## config.mk

```make
export PLATFORM = sky130hd
export DESIGN_NAME = owt_rx_top
export DESIGN_NICKNAME = d
export VERILOG_FILES = /design/src/verilog/owt_rx_pkg.sv /design/src/verilog/owt_com_err_monitor.sv /design/src/verilog/owt_crc8_serial.sv /design/src/verilog/owt_frame_fsm.sv /design/src/verilog/owt_mcst_decoder.sv /design/src/verilog/owt_rx_top.sv /design/src/verilog/owt_symbol_timer.sv
export SDC_FILE = /design/constraint.sdc
export NUM_CORES = 1
export LEC_CHECK = 0
export ABC_CLOCK_PERIOD_IN_PS = 3000
export BUFFER_PORTS_ARGS = -buffer_cell sky130_fd_sc_hd__buf_2
export CAP_MARGIN = 5
export CORE_ASPECT_RATIO = 0.9
export CORE_MARGIN = 4
export CORE_UTILIZATION = 55
export DETAILED_ROUTE_END_ITERATION = 8
export PLACE_DENSITY = 0.73
export SETUP_SLACK_MARGIN = 0.15
export SYNTH_ARGS = -nofsm -noshare
export SYNTH_HDL_FRONTEND = slang
export SYNTH_HIERARCHICAL = 1
export SYNTH_SLANG_ARGS = --single-unit
```

## constraint.sdc

```tcl
create_clock -name i_clk -period 3 [get_ports i_clk]
set_input_delay 0.15 -clock i_clk [delete_from_list [all_inputs] [get_ports i_clk]]
set_output_delay 0.15 -clock i_clk [all_outputs]
set_load 0.005 [all_outputs]
```

## src/verilog/owt_rx_pkg.sv

```systemverilog
`default_nettype none

package owt_rx_pkg;

    // ====================
    // frame field lengths
    // ====================
    localparam int OWT_SYNC_EDGES = 8;
    localparam int OWT_TAIL_BITS  = 4;
    localparam logic [OWT_TAIL_BITS-1:0] OWT_TAIL_PATTERN = 4'b1100;
    localparam int OWT_CMD_BITS   = 8;
    localparam int OWT_DATA_BITS  = 8;
    localparam int OWT_ADCD_BITS  = 16;
    localparam int OWT_CRC_BITS   = 8;
    localparam logic [OWT_CMD_BITS-2:0] OWT_ADC_RD_CODE = 7'h1f;
    localparam logic [OWT_CRC_BITS-1:0] CRC8_POLY = 8'h07;

    // wide enough for the longest field
    localparam int OWT_BIT_CNT_W = 5;

    // ====================
    // error monitor
    // ====================
    localparam int OWT_ERR_CNT_W = 5;
    localparam logic [OWT_ERR_CNT_W-1:0] OWT_ERR_MAX  = 5'd31;
    localparam logic [OWT_ERR_CNT_W-1:0] OWT_ERR_INIT = 5'd16;

    // index 0 is the rightmost entry
    localparam logic [3:0][OWT_ERR_CNT_W-1:0] OWT_ERR_ADD_STEP = {5'd16, 5'd12, 5'd8, 5'd4};
    localparam logic [3:0][OWT_ERR_CNT_W-1:0] OWT_COR_SUB_STEP = {5'd4, 5'd3, 5'd2, 5'd1};

    typedef enum logic [2:0] {
        IDLE,
        SYNC_HEAD,
        SYNC_TAIL,
        CMD,
        ADC_DATA,
        NML_DATA,
        CRC,
        END_TAIL
    } owt_rx_state_e;

    // one sampled half-bit
    typedef struct packed {
        logic strobe;
        logic level;
    } half_bit_t;

    typedef struct packed {
        logic vld;
        logic value;
        logic invld;
    } mcst_bit_t;

    typedef struct packed {
        logic       mode;
        logic [1:0] add_sel;
        logic [1:0] sub_sel;
    } comerr_cfg_t;

    typedef struct packed {
        logic [OWT_CMD_BITS-1:0]  cmd;
        logic [OWT_ADCD_BITS-1:0] data;
        logic                     status;
    } rx_frame_t;

endpackage

`default_nettype wire

```

## src/verilog/owt_com_err_monitor.sv

```systemverilog
`default_nettype none

module owt_com_err_monitor
    import owt_rx_pkg::*;
(
    input  wire logic        i_clk,
    input  wire logic        i_rst_n,
    input  wire logic        i_ack,
    input  wire logic        i_status,
    input  wire comerr_cfg_t i_cfg,
    output logic             o_com_err
);

    logic [OWT_ERR_CNT_W-1:0] score;
    logic [OWT_ERR_CNT_W-1:0] add_step;
    logic [OWT_ERR_CNT_W-1:0] sub_step;
    logic [OWT_ERR_CNT_W:0]   sum;
    logic                     err_lvl;

    assign add_step = OWT_ERR_ADD_STEP[i_cfg.add_sel];
    assign sub_step = OWT_COR_SUB_STEP[i_cfg.sub_sel];
    assign sum      = {1'b0, score} + {1'b0, add_step};

    // bad frames push up, good frames pull down
    always_ff @(posedge i_clk or negedge i_rst_n) begin
        if (!i_rst_n) begin
            score <= OWT_ERR_INIT;
        end else if (i_ack && i_status) begin
            if (sum >= {1'b0, OWT_ERR_MAX}) begin
                score <= OWT_ERR_MAX;
            end else begin
                score <= sum[OWT_ERR_CNT_W-1:0];
            end
        end else if (i_ack) begin
            if (sub_step >= score) begin
                score <= '0;
            end else begin
                score <= score - sub_step;
            end
        end
    end

    // mode 1 flags an empty score
    assign err_lvl = i_cfg.mode ? (score == '0) : (score >= add_step);

    always_ff @(posedge i_clk or negedge i_rst_n) begin
        if (!i_rst_n) begin
            o_com_err <= 1'b1;
        end else begin
            o_com_err <= err_lvl;
        end
    end

endmodule

`default_nettype wire

```

## src/verilog/owt_crc8_serial.sv

```systemverilog
`default_nettype none

module owt_crc8_serial
    import owt_rx_pkg::*;
(
    input  wire logic        i_clk,
    input  wire logic        i_rst_n,
    input  wire logic        i_vld,
    input  wire logic        i_start,
    input  wire logic        i_bit,
    output logic [7:0]       o_crc
);

    logic [7:0] crc_base;
    logic       fb;
    logic [7:0] crc_nxt;

    // restart from zero on the first bit
    assign crc_base = i_start ? 8'h00 : o_crc;
    assign fb       = crc_base[7] ^ i_bit;
    assign crc_nxt  = {crc_base[6:0], 1'b0} ^ (fb ? CRC8_POLY : 8'h00);

    always_ff @(posedge i_clk or negedge i_rst_n) begin
        if (!i_rst_n) begin
            o_crc <= 8'h00;
        end else if (i_vld) begin
            o_crc <= crc_nxt;
        end
    end

endmodule

`default_nettype wire

```

## src/verilog/owt_frame_fsm.sv

```systemverilog
`default_nettype none

module owt_frame_fsm
    import owt_rx_pkg::*;
(
    input  wire logic      i_clk,
    input  wire logic      i_rst_n,
    input  wire logic      i_rise,
    input  wire logic      i_head_done,
    input  wire half_bit_t i_half,
    input  wire mcst_bit_t i_bit,
    input  wire logic [7:0] i_crc,
    output logic           o_head,
    output logic           o_clear,
    output logic           o_dec_en,
    output logic           o_crc_vld,
    output logic           o_crc_start,
    output logic           o_crc_bit,
    output rx_frame_t      o_frame,
    output logic           o_ack
);

    owt_rx_state_e state;
    owt_rx_state_e state_nxt;

    logic [OWT_BIT_CNT_W-1:0] cnt;
    logic [OWT_BIT_CNT_W-1:0] cnt_last;
    logic                     in_tail;
    logic                     tick;
    logic                     last;
    logic [OWT_TAIL_BITS-1:0] tail_sr;
    logic                     tail_ok;
    logic [OWT_CMD_BITS-1:0]  cmd_sr;
    logic [OWT_CMD_BITS-1:0]  cmd_nxt;
    logic [OWT_ADCD_BITS-1:0] data_sr;
    logic [OWT_CRC_BITS-1:0]  crc_rx;
    logic                     going_idle;
    logic                     fin_q;
    logic                     status_q;

    assign in_tail  = (state == SYNC_TAIL) || (state == END_TAIL);
    assign o_head   = (state == SYNC_HEAD);
    assign o_clear  = (state == IDLE);
    assign o_dec_en = (state == CMD) || (state == ADC_DATA) || (state == NML_DATA) ||
                      (state == CRC);

    assign tick    = in_tail ? i_half.strobe : (o_dec_en & i_bit.vld);
    assign tail_ok = ({tail_sr[OWT_TAIL_BITS-2:0], i_half.level} == OWT_TAIL_PATTERN);
    assign cmd_nxt = {cmd_sr[OWT_CMD_BITS-2:0], i_bit.value};

    // field length by state
    always_comb begin
        case (state)
            CMD:      cnt_last = OWT_BIT_CNT_W'(OWT_CMD_BITS - 1);
            ADC_DATA: cnt_last = OWT_BIT_CNT_W'(OWT_ADCD_BITS - 1);
            NML_DATA: cnt_last = OWT_BIT_CNT_W'(OWT_DATA_BITS - 1);
            CRC:      cnt_last = OWT_BIT_CNT_W'(OWT_CRC_BITS - 1);
            default:  cnt_last = OWT_BIT_CNT_W'(OWT_TAIL_BITS - 1);
        endcase
    end

    assign last = tick & (cnt == cnt_last);

    always_comb begin
        state_nxt = state;
        case (state)
            IDLE:      if (i_rise) state_nxt = SYNC_HEAD;
            SYNC_HEAD: if (i_head_done) state_nxt = SYNC_TAIL;
            SYNC_TAIL: if (last) state_nxt = tail_ok ? CMD : IDLE;
            CMD: begin
                if (i_bit.invld) begin
                    state_nxt = IDLE;
                end else if (last) begin
                    // reads with the ADC code carry 16 data bits
                    if (!cmd_nxt[OWT_CMD_BITS-1] &&
                        (cmd_nxt[OWT_CMD_BITS-2:0] == OWT_ADC_RD_CODE)) begin
                        state_nxt = ADC_DATA;
                    end else begin
                        state_nxt = NML_DATA;
                    end
                end
            end
            ADC_DATA, NML_DATA: begin
                if (i_bit.invld) state_nxt = IDLE;
                else if (last) state_nxt = CRC;
            end
            CRC: begin
                if (i_bit.invld) state_nxt = IDLE;
                else if (last) state_nxt = END_TAIL;
            end
            END_TAIL:  if (last) state_nxt = IDLE;
            default:   state_nxt = IDLE;
        endcase
    end

    always_ff @(posedge i_clk or negedge i_rst_n) begin
        if (!i_rst_n) begin
            state <= IDLE;
            cnt   <= '0;
        end else begin
            state <= state_nxt;
            if (state_nxt != state) begin
                cnt <= '0;
            end else if (tick) begin
                cnt <= cnt + 1'b1;
            end
        end
    end

    // ====================
    // field shift registers
    // ====================
    always_ff @(posedge i_clk) begin
        if (in_tail && i_half.strobe) begin
            tail_sr <= {tail_sr[OWT_TAIL_BITS-2:0], i_half.level};
        end
        if ((state == CMD) && i_bit.vld) begin
            cmd_sr <= cmd_nxt;
        end
        if (o_crc_start) begin
            data_sr <= '0;
        end else if (((state == ADC_DATA) || (state == NML_DATA)) && i_bit.vld) begin
            data_sr <= {data_sr[OWT_ADCD_BITS-2:0], i_bit.value};
        end
        if ((state == CRC) && i_bit.vld) begin
            crc_rx <= {crc_rx[OWT_CRC_BITS-2:0], i_bit.value};
        end
    end

    assign o_crc_vld   = i_bit.vld & ((state == CMD) || (state == ADC_DATA) ||
                                      (state == NML_DATA));
    assign o_crc_start = i_bit.vld & (state == CMD) & (cnt == '0);
    assign o_crc_bit   = i_bit.value;

    // ====================
    // status and ack
    // ====================
    assign going_idle = (state != IDLE) && (state_nxt == IDLE);

    always_ff @(posedge i_clk or negedge i_rst_n) begin
        if (!i_rst_n) begin
            fin_q    <= 1'b0;
            o_ack    <= 1'b0;
            status_q <= 1'b0;
        end else begin
            fin_q <= going_idle;
            o_ack <= fin_q;
            if (going_idle) begin
                status_q <= (state != END_TAIL) | ~tail_ok | (crc_rx != i_crc);
            end
        end
    end

    assign o_frame.cmd    = cmd_sr;
    assign o_frame.data   = data_sr;
    assign o_frame.status = status_q;

endmodule

`default_nettype wire

```

## src/verilog/owt_mcst_decoder.sv

```systemverilog
`default_nettype none

module owt_mcst_decoder
    import owt_rx_pkg::*;
(
    input  wire logic      i_clk,
    input  wire logic      i_rst_n,
    input  wire logic      i_en,
    input  wire half_bit_t i_half,
    output mcst_bit_t      o_bit
);

    logic phase;
    logic first_lvl;

    // phase 0 waits for first half, phase 1 for second
    always_ff @(posedge i_clk or negedge i_rst_n) begin
        if (!i_rst_n) begin
            phase     <= 1'b0;
            first_lvl <= 1'b0;
        end else if (!i_en) begin
            phase <= 1'b0;
        end else if (i_half.strobe) begin
            phase <= ~phase;
            if (!phase) begin
                first_lvl <= i_half.level;
            end
        end
    end

    // 1 then 0 is a one, equal halves are invalid
    always_ff @(posedge i_clk or negedge i_rst_n) begin
        if (!i_rst_n) begin
            o_bit <= '0;
        end else begin
            o_bit.vld   <= i_en & i_half.strobe & phase & (first_lvl ^ i_half.level);
            o_bit.invld <= i_en & i_half.strobe & phase & ~(first_lvl ^ i_half.level);
            o_bit.value <= first_lvl;
        end
    end

endmodule

`default_nettype wire

```

## src/verilog/owt_rx_top.sv

```systemverilog
`default_nettype none

module owt_rx_top
    import owt_rx_pkg::*;
#(
    parameter int SYM_CNT_W = 8
) (
    input  wire logic        i_clk,
    input  wire logic        i_rst_n,
    input  wire logic        i_owt_rx,
    input  wire comerr_cfg_t i_comerr_cfg,
    output logic             o_rx_ack,
    output rx_frame_t        o_rx_frame,
    output logic             o_com_err
);

    logic       rise;
    logic       head_done;
    logic       head;
    logic       clear;
    logic       dec_en;
    half_bit_t  half;
    mcst_bit_t  mbit;
    logic       crc_vld;
    logic       crc_start;
    logic       crc_bit;
    logic [7:0] crc;

    owt_symbol_timer #(
        .SYM_CNT_W(SYM_CNT_W)
    ) u_timer (
        .i_clk      (i_clk),
        .i_rst_n    (i_rst_n),
        .i_line     (i_owt_rx),
        .i_head     (head),
        .i_clear    (clear),
        .o_rise     (rise),
        .o_head_done(head_done),
        .o_half     (half)
    );

    owt_mcst_decoder u_decoder (
        .i_clk  (i_clk),
        .i_rst_n(i_rst_n),
        .i_en   (dec_en),
        .i_half (half),
        .o_bit  (mbit)
    );

    owt_frame_fsm u_fsm (
        .i_clk      (i_clk),
        .i_rst_n    (i_rst_n),
        .i_rise     (rise),
        .i_head_done(head_done),
        .i_half     (half),
        .i_bit      (mbit),
        .i_crc      (crc),
        .o_head     (head),
        .o_clear    (clear),
        .o_dec_en   (dec_en),
        .o_crc_vld  (crc_vld),
        .o_crc_start(crc_start),
        .o_crc_bit  (crc_bit),
        .o_frame    (o_rx_frame),
        .o_ack      (o_rx_ack)
    );

    owt_crc8_serial u_crc (
        .i_clk  (i_clk),
        .i_rst_n(i_rst_n),
        .i_vld  (crc_vld),
        .i_start(crc_start),
        .i_bit  (crc_bit),
        .o_crc  (crc)
    );

    owt_com_err_monitor u_err_mon (
        .i_clk    (i_clk),
        .i_rst_n  (i_rst_n),
        .i_ack    (o_rx_ack),
        .i_status (o_rx_frame.status),
        .i_cfg    (i_comerr_cfg),
        .o_com_err(o_com_err)
    );

endmodule

`default_nettype wire

```

## src/verilog/owt_symbol_timer.sv

```systemverilog
`default_nettype none

module owt_symbol_timer
    import owt_rx_pkg::*;
#(
    parameter int SYM_CNT_W = 8
) (
    input  wire logic i_clk,
    input  wire logic i_rst_n,
    input  wire logic i_line,
    input  wire logic i_head,
    input  wire logic i_clear,
    output logic      o_rise,
    output logic      o_head_done,
    output half_bit_t o_half
);

    localparam int EDGE_W = $clog2(OWT_SYNC_EDGES + 1);

    logic                 line_s1;
    logic                 line_s2;
    logic                 line_d;
    logic                 edge_det;
    logic [SYM_CNT_W-1:0] run_cnt;
    logic [SYM_CNT_W-1:0] l_len;
    logic [SYM_CNT_W-1:0] l_nxt;
    logic [SYM_CNT_W-1:0] half_nxt;
    logic [SYM_CNT_W-1:0] tgt;
    logic [EDGE_W-1:0]    edge_cnt;
    logic                 strobe;

    // ====================
    // sync and edges
    // ====================
    always_ff @(posedge i_clk or negedge i_rst_n) begin
        if (!i_rst_n) begin
            line_s1 <= 1'b0;
            line_s2 <= 1'b0;
            line_d  <= 1'b0;
        end else begin
            line_s1 <= i_line;
            line_s2 <= line_s1;
            line_d  <= line_s2;
        end
    end

    assign edge_det = line_s2 ^ line_d;
    assign o_rise   = line_s2 & ~line_d;

    // run length since last edge, saturating
    always_ff @(posedge i_clk or negedge i_rst_n) begin
        if (!i_rst_n) begin
            run_cnt <= SYM_CNT_W'(1);
        end else if (edge_det) begin
            run_cnt <= SYM_CNT_W'(1);
        end else if (run_cnt != {SYM_CNT_W{1'b1}}) begin
            run_cnt <= run_cnt + 1'b1;
        end
    end

    // ====================
    // head measurement
    // ====================
    assign l_nxt = (i_head && edge_det && (run_cnt > l_len)) ? run_cnt : l_len;
    assign half_nxt = (l_nxt[SYM_CNT_W-1:1] == '0) ? SYM_CNT_W'(1) : (l_nxt >> 1);
    assign o_head_done = i_head & edge_det & (edge_cnt == EDGE_W'(OWT_SYNC_EDGES - 1));

    always_ff @(posedge i_clk or negedge i_rst_n) begin
        if (!i_rst_n) begin
            edge_cnt <= '0;
        end else if (!i_head) begin
            edge_cnt <= '0;
        end else if (edge_det) begin
            edge_cnt <= edge_cnt + 1'b1;
        end
    end

    always_ff @(posedge i_clk or negedge i_rst_n) begin
        if (!i_rst_n) begin
            l_len <= '0;
        end else if (i_clear) begin
            l_len <= '0;
        end else begin
            l_len <= l_nxt;
        end
    end

    // ====================
    // half-bit strobes
    // ====================
    assign strobe = ~edge_det & ~i_head & (l_len != '0) & (run_cnt == tgt);

    // realign on every edge
    always_ff @(posedge i_clk or negedge i_rst_n) begin
        if (!i_rst_n) begin
            tgt <= '0;
        end else if (edge_det) begin
            tgt <= half_nxt;
        end else if (strobe) begin
            tgt <= tgt + l_len;
        end
    end

    always_ff @(posedge i_clk or negedge i_rst_n) begin
        if (!i_rst_n) begin
            o_half <= '0;
        end else begin
            o_half.strobe <= strobe;
            o_half.level  <= line_s2;
        end
    end

endmodule

`default_nettype wire
```

-- Word-level counts from Yosys, hierarchy flattened
Cells that the tools add are included.
- output and inout port bits: 27
- bits in registers: 97
- word-level logic and storage cells: 152
- memories kept: 0
- input bits: 8
- bits in writable memories: 0
- bits in read-only memories: 0
- bits in latches: 0
- div/mod/pow operators: 0
- add/subtract/negate cells: 6
- equality and inequality tests: 18
- $lt $le $gt $ge: 6
- bitwise operators: 27
- reductions and logical operators: 30
- mux-type cells: 39
- $mul: 0
- shift-type cells: 0
- operators by type and width (operator ; number):
    $mux 8 ; 7
    $mux 5 ; 8
    $mux 3 ; 11
    $pmux 3 s7 ; 1
    $bmux 5 s2 ; 2
    $and 1x1->1 ; 15
    $eq 3x3->1 const B ; 4
    $ge 5x5->1 ; 2
    $logic_not 5->1 ; 2
    $reduce_bool 2->1 ; 5
    $logic_and 1x1->1 ; 9
    $add 8x1->8 const B ; 1
    $add 8x8->8 ; 1
    $eq 8x8->1 ; 1
    $gt 8x8->1 ; 1
    $mux 4 ; 2
    $ne 8x8->1 ; 1
    $ne 8x8->1 const B ; 1
    $pmux 4 s2 ; 1
    $reduce_bool 8->1 ; 1
    $xor 8x8->8 ; 1
    $eq 7x5->1 const B ; 1
    $logic_not 7->1 ; 1
    $mux 7 ; 1
    26 further kinds ; 46

-- Longest topological paths before layout
Gate-level depths: netlist (run 1).
- word-level depth: 12
- mapped depth: 11
- depth with buffers taken out: 9

-- Hierarchy
The synthesis (run 1) kept the hierarchy.
- modules (own cells, without submodules) (module ; times used ; area each (µm²) ; seq. area each (µm²) ; cells an instance):
    owt_frame_fsm ; 1 ; 2200.9 ; 1166.1 ; 228
    owt_symbol_timer ; 1 ; 2000.7 ; 802.0 ; 202
    owt_com_err_monitor ; 1 ; 656.9 ; 152.6 ; 72
    owt_crc8_serial ; 1 ; 400.4 ; 200.2 ; 39
    owt_mcst_decoder ; 1 ; 186.4 ; 125.1 ; 13

-- Worst setup path after synthesis (run 1)
Ideal clock, no wire load.
- path type: register to register
- start point: reg u_fsm.state[0]
- end point: reg u_fsm.status_q
- buffers on the path: 2
- library setup time: 0.125 ns
- path slack: 0.294 ns
- required time: 2.875 ns
- clock period less this slack: 2.706 ns
- data arrival time: 2.581 ns
- cell stages (with the launch flop): 12
- cell sequence: dfrtp_1 -> buf_6 -> clkbuf_1 -> inv_1 -> nor3_1 -> nand2_1 -> nor4b_1 -> a211oi_1 -> a221oi_1 -> mux2_2 -> nand4_1 -> mux2_4
- elaborated cells between the ends (all ways): 38
- classes of those cells: eq/ne (9); mux (13); bitwise (6); reduce/logical (10)
- RTL lines (what ; RTL line ; RTL):
    start: declaration ; owt_frame_fsm.sv:23 ; owt_rx_state_e state;
    start signal: assignment ; owt_frame_fsm.sv:101 ; state <= state_nxt;
    $eq 3x1->1 ; owt_frame_fsm.sv:42 ; assign o_head = (state == SYNC_HEAD);
    named net head ; owt_rx_top.sv:19 ; logic head;
    $and 1x1->1 (2 in a row) ; owt_symbol_timer.sv:66 ; assign o_head_done = i_head & edge_det & (edge_cnt == EDGE_W'(OWT_SYNC_EDGES - 1));
    named net head_done ; owt_rx_top.sv:18 ; logic head_done;
    $mux 3 ; owt_frame_fsm.sv:68 ; SYNC_HEAD: if (i_head_done) state_nxt = SYNC_TAIL;
    $pmux 3 s7 ; owt_frame_fsm.sv:66 ; case (state)
    $logic_not 3->1 ; owt_frame_fsm.sv:138 ; assign going_idle = (state != IDLE) && (state_nxt == IDLE);
    $logic_and 1x1->1 ; owt_frame_fsm.sv:138 ;
    end signal: assignment ; owt_frame_fsm.sv:149 ; status_q <= (state != END_TAIL) | ~tail_ok | (crc_rx != i_crc);
    end: declaration ; owt_frame_fsm.sv:39 ; logic status_q;
The timed path passes the listed nets, and every way through them passes these cells.
A chain may end at the register's enable or synchronous reset.

-- Worst setup path in the final report (run 1)
- start point: reg u_fsm.state[1]
- end point: reg u_fsm.status_q
- longest elaborated chain between the ends: 12
- elaborated cells between the ends (all ways): 38
- classes of those cells: eq/ne (9); mux (13); bitwise (6); reduce/logical (10)
- RTL lines (what):
    branches (longest 12 deep; another with $pmux 3 s7)
Several ways; the timed one is not identified.

==> results of run 1 <==
[cells in the final DEF, fill, tap and decap left out, types with 18 or more instances in the layout]
cell type and instances:
inv_1 40, buf_2 34, nand3_1 21, nor2_1 41, ha_1 31, a21oi_1 37
dfrtp_1 58, nand2_1 57, xor2_1 18, xnor2_1 23, edfxtp_1 19
[synth_stat cells (all sizes together) (6+ instances only)]
cell type and instances:
dfrtp 59, nand2 57, nor2 42, inv 40, a21oi 39, ha 31
xnor2 23, nand3 22, o21ai 20, edfxtp 19, xor2 18, dfxtp 16
mux2i 15, nand4 14, buf 12, clkbuf 10, nor3 9, and2 8
nand2b 8, nor2b 8, o221ai 8, nand3b 7, mux2 6, nor4 6
o211ai 6
[flip-flops by register name, indices dropped and copies added (netlist names), 4 cells and up]
| name | flops |
|---|---|
| u_timer/edge_cnt | 4 |
| u_crc/o_crc | 8 |
| u_fsm/crc_rx | 8 |
| u_timer/l_len | 8 |
| u_fsm/cmd_sr | 8 |
| u_timer/tgt | 8 |
| u_err_mon/score | 5 |
| u_timer/run_cnt | 8 |
| u_fsm/cnt | 5 |
| u_fsm/data_sr | 16 |
[final cells by class]
class / instances / area (um^2) / share of cell area
timing repair buffer: 50 / 298 / 0.0497
clock buffer: 9 / 124 / 0.0207
tap: 126 / 158 / 0.0263
multi-input combinational: 394 / 2730 / 0.456
sequential: 97 / 2450 / 0.408
clock inverter: 7 / 83.8 / 0.0140
inverter: 41 / 154 / 0.0257
[how the worst max path moves through the flow]
stage | start | end | slack [ns] | cells past startpoint
floorplan | u_fsm/state[0]$_DFF_PN0_ | u_fsm/status_q$_DFFE_PN0P_ | 0.29 | 11
global placement | u_fsm/state[1]$_DFF_PN0_ | u_fsm/status_q$_DFFE_PN0P_ | 0.34 | 7
detailed placement | u_fsm/state[1]$_DFF_PN0_ | u_fsm/cnt[4]$_DFFE_PN0P_ | 0.39 | 7
CTS | u_fsm/state[2]$_DFF_PN0_ | u_fsm/cnt[4]$_DFFE_PN0P_ | 0.33 | 7
global route | u_fsm/state[1]$_DFF_PN0_ | u_fsm/status_q$_DFFE_PN0P_ | 0.18 | 7
finish | u_fsm/state[1]$_DFF_PN0_ | u_fsm/status_q$_DFFE_PN0P_ | 0.34 | 7
[logic make-up after synthesis]
| logic type | synth area share |
|---|---|
| AND/OR/NAND/NOR | 0.183 |
| buffers and inverters | 0.0510 |
| XOR/XNOR | 0.0659 |
| adder cells (fa/ha/maj) | 0.0823 |
| AO/OA/AOI/OAI | 0.127 |
| multiplexers | 0.0414 |
| flip-flops | 0.449 |
[tightest hold or removal path: stages]
cell,delay (ns)
buf_2,0.11
inv_1,0.05
ha_1,0.15
o221ai_1,0.10
[where the power goes]
group / switching (W) / leakage [nW] / internal, W
Combinational: 0.000602 / 1.47 / 0.000517
Sequential: 0.000206 / 1.12 / 0.00147
Clock: 0.000520 / 0.104 / 0.000334
Total: 0.00133 / 2.69 / 0.00233
[stage by stage]
stage / instance area, um^2 / utilization
after floorplan: 5450 / -
after global placement: 5750 / 0.596
after detailed placement: 5750 / 0.596
after CTS: 5990 / 0.620
after global routing: 6000 / 0.621
final: 6000 / 0.621
[routing by layer]
layer | track usage | share of wire | up-vias
li1 | - | - | 2025
met5 | 0 | 0 | -
met1 | 0.280 | 0.49 | 2006
met3 | 0.0438 | 0.040 | 9
met4 | 0.0536 | 0.0094 | 0
met2 | 0.300 | 0.46 | 88
[what timing repair did]
action,CTS,global route
setup buffers,0,0
resized for setup,0,2
endpoints found under the setup margin,0,4
hold endpoints to repair,61,0
hold buffers,3,0
==> impl_metrics.json, run 1 <==
{
  "status": "completed",
  "hold_end": "u_err_mon/score[0]$_DFFE_PN0P_",
  "fin_setup_tns_ns": 0,
  "port_buffers": 34,
  "cts.sinks": 97,
  "worst_slew_pin_slew_ns": 0.707,
  "drv_cap": 0,
  "netlist_instances": 554,
  "tritoncts": "done",
  "hold_depth": 4,
  "crit_family": "compound AO/OA/AOI/OAI gates",
  "yosys.area.top_type_share": 0.271,
  "required_ns": 3.25,
  "area_growth_pct": 10.1,
  "p_per_area_mw_per_mm2": 609,
  "die_w_um": 113,
  "slew_headroom": 0.527,
  "path_max_fanout": 16,
  "avgSynthCellArea_um2": 9.83,
  "final_nets": 635,
  "yosys.area.top_type": "dfrtp_1",
  "r2r_slack_ns": 0.34,
  "fp-row-count": 34,
  "cts_made_buffers": 9,
  "hold_path_class": "input pin to flop",
  "fin_crit_ns": 2.66,
  "root_buffer": "clkbuf_8",
  "routabilityCongestion": 0.859,
  "htree_levels": 3,
  "worstReg2RegStart": "u_fsm/state[1]$_DFF_PN0_",
  "hold_violations": 0,
  "track_usage": 0.195,
  "peakVddDrop_mv": 0.366,
  "io_pins": 35,
  "fmax_mhz": 375,
  "final_cells": 724,
  "detailed_place_hpwl_mm": 7.81,
  "p_leak_nw": 2.69,
  "antenna_found_initial": 0,
  "synth_area_mm2": 0.00545,
  "slowest_delay_ns": 0.68,
  "final_max_slew_viol_count": 0,
  "slowest_stage": "dfrtp_1",
  "final.period_utilization": 0.888,
  "clockBufferDepth": 2,
  "n_antenna_cell": 0,
  "overflow": 0,
  "num_vias": 4128,
  "finalPower_w": 0.00365,
  "layout_setup_ws_ns": 0.335,
  "viasPerCell": 5.70,
  "final-setup-viol-count": 0,
  "worstReg2RegEnd": "u_fsm/status_q$_DFFE_PN0P_",
  "grt_start_max_net_pins": 35,
  "syn-num-nets": 596,
  "ys_seq_area_frac": 0.449,
  "wire_per_inst_um": 15.1,
  "ys_types": 71,
  "synth_edf_count": 19,
  "core_area_mm2": 0.00966,
  "post-place-ws_ns": 0.387,
  "grt_pass1_wl_mm": 18.4,
  "hp-start": "i_comerr_cfg[0]",
  "synthTopCellsByArea": "dfrtp_1 27%, edfxtp_1 10%, ha_1 7.1%",
  "drive_gt1_frac": 0.149,
  "ant_nets": 0,
  "setup.worst_path.class": "flop to flop",
  "cts.clk_slew.worst_paths_ns": 0.10,
  "cp-start-kind": "flop",
  "cp_cell_sequence": "nor2b_1 -> nand2_1 -> a311o_1 -> o31a_1 -> o32ai_2 -> nand4_1 -> mux2_4",
  "grt_pass1_vias": 3937,
  "rsz0062_at_grt": "no",
  "synth_seq_cells": 97,
  "die_y_um": 102,
  "yosys_warnings": 6,
  "dieArea_mm2": 0.0116,
  "synthArstFlopShare": 0.639,
  "drc_errors": 0,
  "hold_slack_ns": 0.240,
  "dp_cells": 705,
  "dominantRegCellSynth": "dfrtp_1",
  "cp-end-kind": "flop",
  "critical_path_arrival_ns": 2.92,
  "fill_cells": 783,
  "drt_iter0_markers": 316,
  "clock_latency_ns": 0.37,
  "clock_skew_ns": 0.0139,
  "worst-path-buf-inv": 0,
  "initial_core_util": 0.564,
  "rr_worst_depth": 7,
  "dr.pass1.iters": 4,
  "routed_wl_mm": 10.9
}
Note: power is estimated with default switching activity, not from simulation.
==> inputs of run 2 (changes only) <==
--- a/config.mk
+++ b/config.mk
@@ -12,8 +12,10 @@
 export CORE_MARGIN = 4
 export CORE_UTILIZATION = 55
 export DETAILED_ROUTE_END_ITERATION = 8
+export MAX_ROUTING_LAYER = met4
 export PLACE_DENSITY = 0.73
 export SETUP_SLACK_MARGIN = 0.15
+export SKIP_LAST_GASP = 1
 export SYNTH_ARGS = -nofsm -noshare
 export SYNTH_HDL_FRONTEND = slang
 export SYNTH_HIERARCHICAL = 1
==> run 2 against run 1 <==
Clock power shrank 9.8%. Clock-buffer cell count grew 2. Power shrank 2.2%. Via count is essentially flat. Hold slack lost 0.011 ns. Fmax grew 2.7%. Critical path type unchanged. Highest routed layer unchanged.
==> impl_metrics.json, run 2 (synthesis gave the netlist of run 1 again) <==
{
  "setup.worst_path.class": "flop to flop",
  "slew_headroom": 0.498,
  "die_y_um": 102,
  "worst_slew_pin_slew_ns": 0.750,
  "clock_latency_ns": 0.37,
  "io_pins": 35,
  "area_growth_pct": 9.47,
  "fmax_mhz": 385,
  "overflow": 0,
  "final.period_utilization": 0.865,
  "max_flop_register": "u_fsm/data_sr",
  "cts.clk_slew.worst_paths_ns": 0.09,
  "fin_crit_ns": 2.60,
  "drc_errors": 0,
  "routabilityCongestion": 0.906,
  "routed_wl_mm": 11.1,
  "dieArea_mm2": 0.0116,
  "slowest_stage": "dfrtp_1",
  "detailed_place_hpwl_mm": 8.11,
  "antenna_found_initial": 0,
  "hold_path_class": "input pin to flop",
  "worstReg2RegEnd": "u_fsm/status_q$_DFFE_PN0P_",
  "critical_path.endpoint": "u_fsm/status_q$_DFFE_PN0P_",
  "status": "completed",
  "drive_gt1_frac": 0.144,
  "hold_violations": 0,
  "root_buffer": "clkbuf_8",
  "clock_skew_ns": 0.0134,
  "peakVddDrop_mv": 0.337,
  "path_max_fanout": 15,
  "p_per_area_mw_per_mm2": 600,
  "critical_path_arrival_ns": 2.86,
  "rsz0062_at_grt": "no",
  "p_leak_nw": 2.67,
  "largest_reg_flops": 16,
  "viasPerCell": 5.71,
  "final-setup-viol-count": 0,
  "rr_worst_depth": 7,
  "clockBufferDepth": 2,
  "worst-path-buf-inv": 0,
  "num_vias": 4131,
  "worstReg2RegStart": "u_fsm/state[1]$_DFF_PN0_",
  "grt_pass1_wl_mm": 18.6,
  "drv_cap": 0,
  "die_w_um": 113,
  "final_max_slew_viol_count": 0,
  "n_antenna_cell": 0,
  "r2r_slack_ns": 0.40,
  "fp-row-count": 34,
  "slowest_delay_ns": 0.53,
  "cts.sinks": 97,
  "track_usage": 0.205,
  "drt_iter0_markers": 292,
  "startpoint": "u_fsm/state[1]$_DFF_PN0_",
  "cp-start-kind": "flop",
  "final_nets": 635,
  "tritoncts": "done",
  "cp_cell_sequence": "nand2_1 -> nand3_1 -> a311o_1 -> o31a_1 -> o32ai_2 -> nand4_1 -> mux2_4",
  "cp-end-kind": "flop",
  "final_common_cell": "dfrtp_1",
  "fin_util": 0.617,
  "htree_levels": 3,
  "initial_core_util": 0.564,
  "core_area_mm2": 0.00966,
  "final_cell_mix": "58 x dfrtp_1, 57 x nand2_1, 41 x nor2_1",
  "grt_pass1_vias": 3869,
  "cts_made_buffers": 9,
  "grt_start_max_net_pins": 32,
  "cp.depth": 7,
  "crit_family": "compound AO/OA/AOI/OAI gates",
  "required_ns": 3.26,
  "fin_setup_tns_ns": 0,
  "ant_nets": 0,
  "dr.pass1.iters": 5,
  "wire_per_inst_um": 15.3,
  "port_buffers": 34
}
[run 2: worst reg2reg max path: cells and delay by family, from the launching register on]
kind            cells  cell delay, ns
simple gates        3            0.53
compound gates      3            1.12
flops               1            0.53
mux                 1            0.32
[run 2: worst min-delay path by stage]
| stage | startpoint | to | slack (ns) | depth (start not counted) |
|---|---|---|---|---|
| 2_1_floorplan | i_rst_n | u_crc/o_crc[0]$_DFFE_PN0P_ | -0.15 | 0 |
| 3_3_place_gp | i_rst_n | u_err_mon/score[1]$_DFFE_PN0P_ | 0.24 | 1 |
| 3_5_place_dp | i_rst_n | u_err_mon/score[1]$_DFFE_PN0P_ | 0.24 | 1 |
| 4_1_cts | i_comerr_cfg[0] | u_err_mon/score[0]$_DFFE_PN0P_ | 0.20 | 4 |
| 5_1_grt | i_comerr_cfg[0] | u_err_mon/score[0]$_DFFE_PN0P_ | 0.24 | 4 |
| 6_report | i_comerr_cfg[0] | u_err_mon/score[0]$_DFFE_PN0P_ | 0.23 | 4 |
[run 2: power breakdown]
| group | switching, W | internal (W) |
|---|---|---|
| Sequential | 0.000199 | 0.00147 |
| Combinational | 0.000613 | 0.000517 |
| Clock | 0.000449 | 0.000321 |
| Total | 0.00126 | 0.00231 |
[run 2: stage by stage]
step / area (um^2) / cells / hold WS [ns] / total power (W) / setup WS, ns
2_1_floorplan: 5450 / 554 / -0.146 / 0.00253 / 0.294
3_3_place_gp: 5750 / 705 / 0.236 / 0.00277 / 0.373
3_5_place_dp: 5750 / 705 / 0.242 / 0.00281 / 0.357
4_1_cts: 5950 / 724 / 0.204 / 0.00360 / 0.348
5_1_grt: 5960 / 724 / 0.236 / 0.00383 / 0.236
6_report: 5960 / 724 / 0.230 / 0.00357 / 0.404
[run 2: layout make-up]
type / count / area [um^2]
Clock inverter: 5 / 30.0
Inverter: 41 / 154
Sequential cell: 97 / 2450
Clock buffer: 11 / 141
Multi-Input combinational cell: 394 / 2730
Tap cell: 126 / 158
Timing Repair Buffer: 50 / 298
Fill cell: 796 / 3700
[run 2: repair_timing]
action                                  in CTS  in global routing
resized for setup                            0                  2
buffers inserted                             0                  0
hold buffers                                 3                  0
hold endpoints to repair                    31                  0
endpoints found under the setup margin       0                  6
[run 2: routing by layer]
layer | GRT usage | routed length (um) | part of all wire | vias to the layer above
li1 | - | - | - | 2019
met1 | 0.282 | 5450 | 0.49 | 2004
met2 | 0.306 | 5100 | 0.46 | 99
met3 | 0.0456 | 459 | 0.041 | 9
met4 | 0.0619 | 93 | 0.0084 | 0
met5 | - | 0 | 0 | -
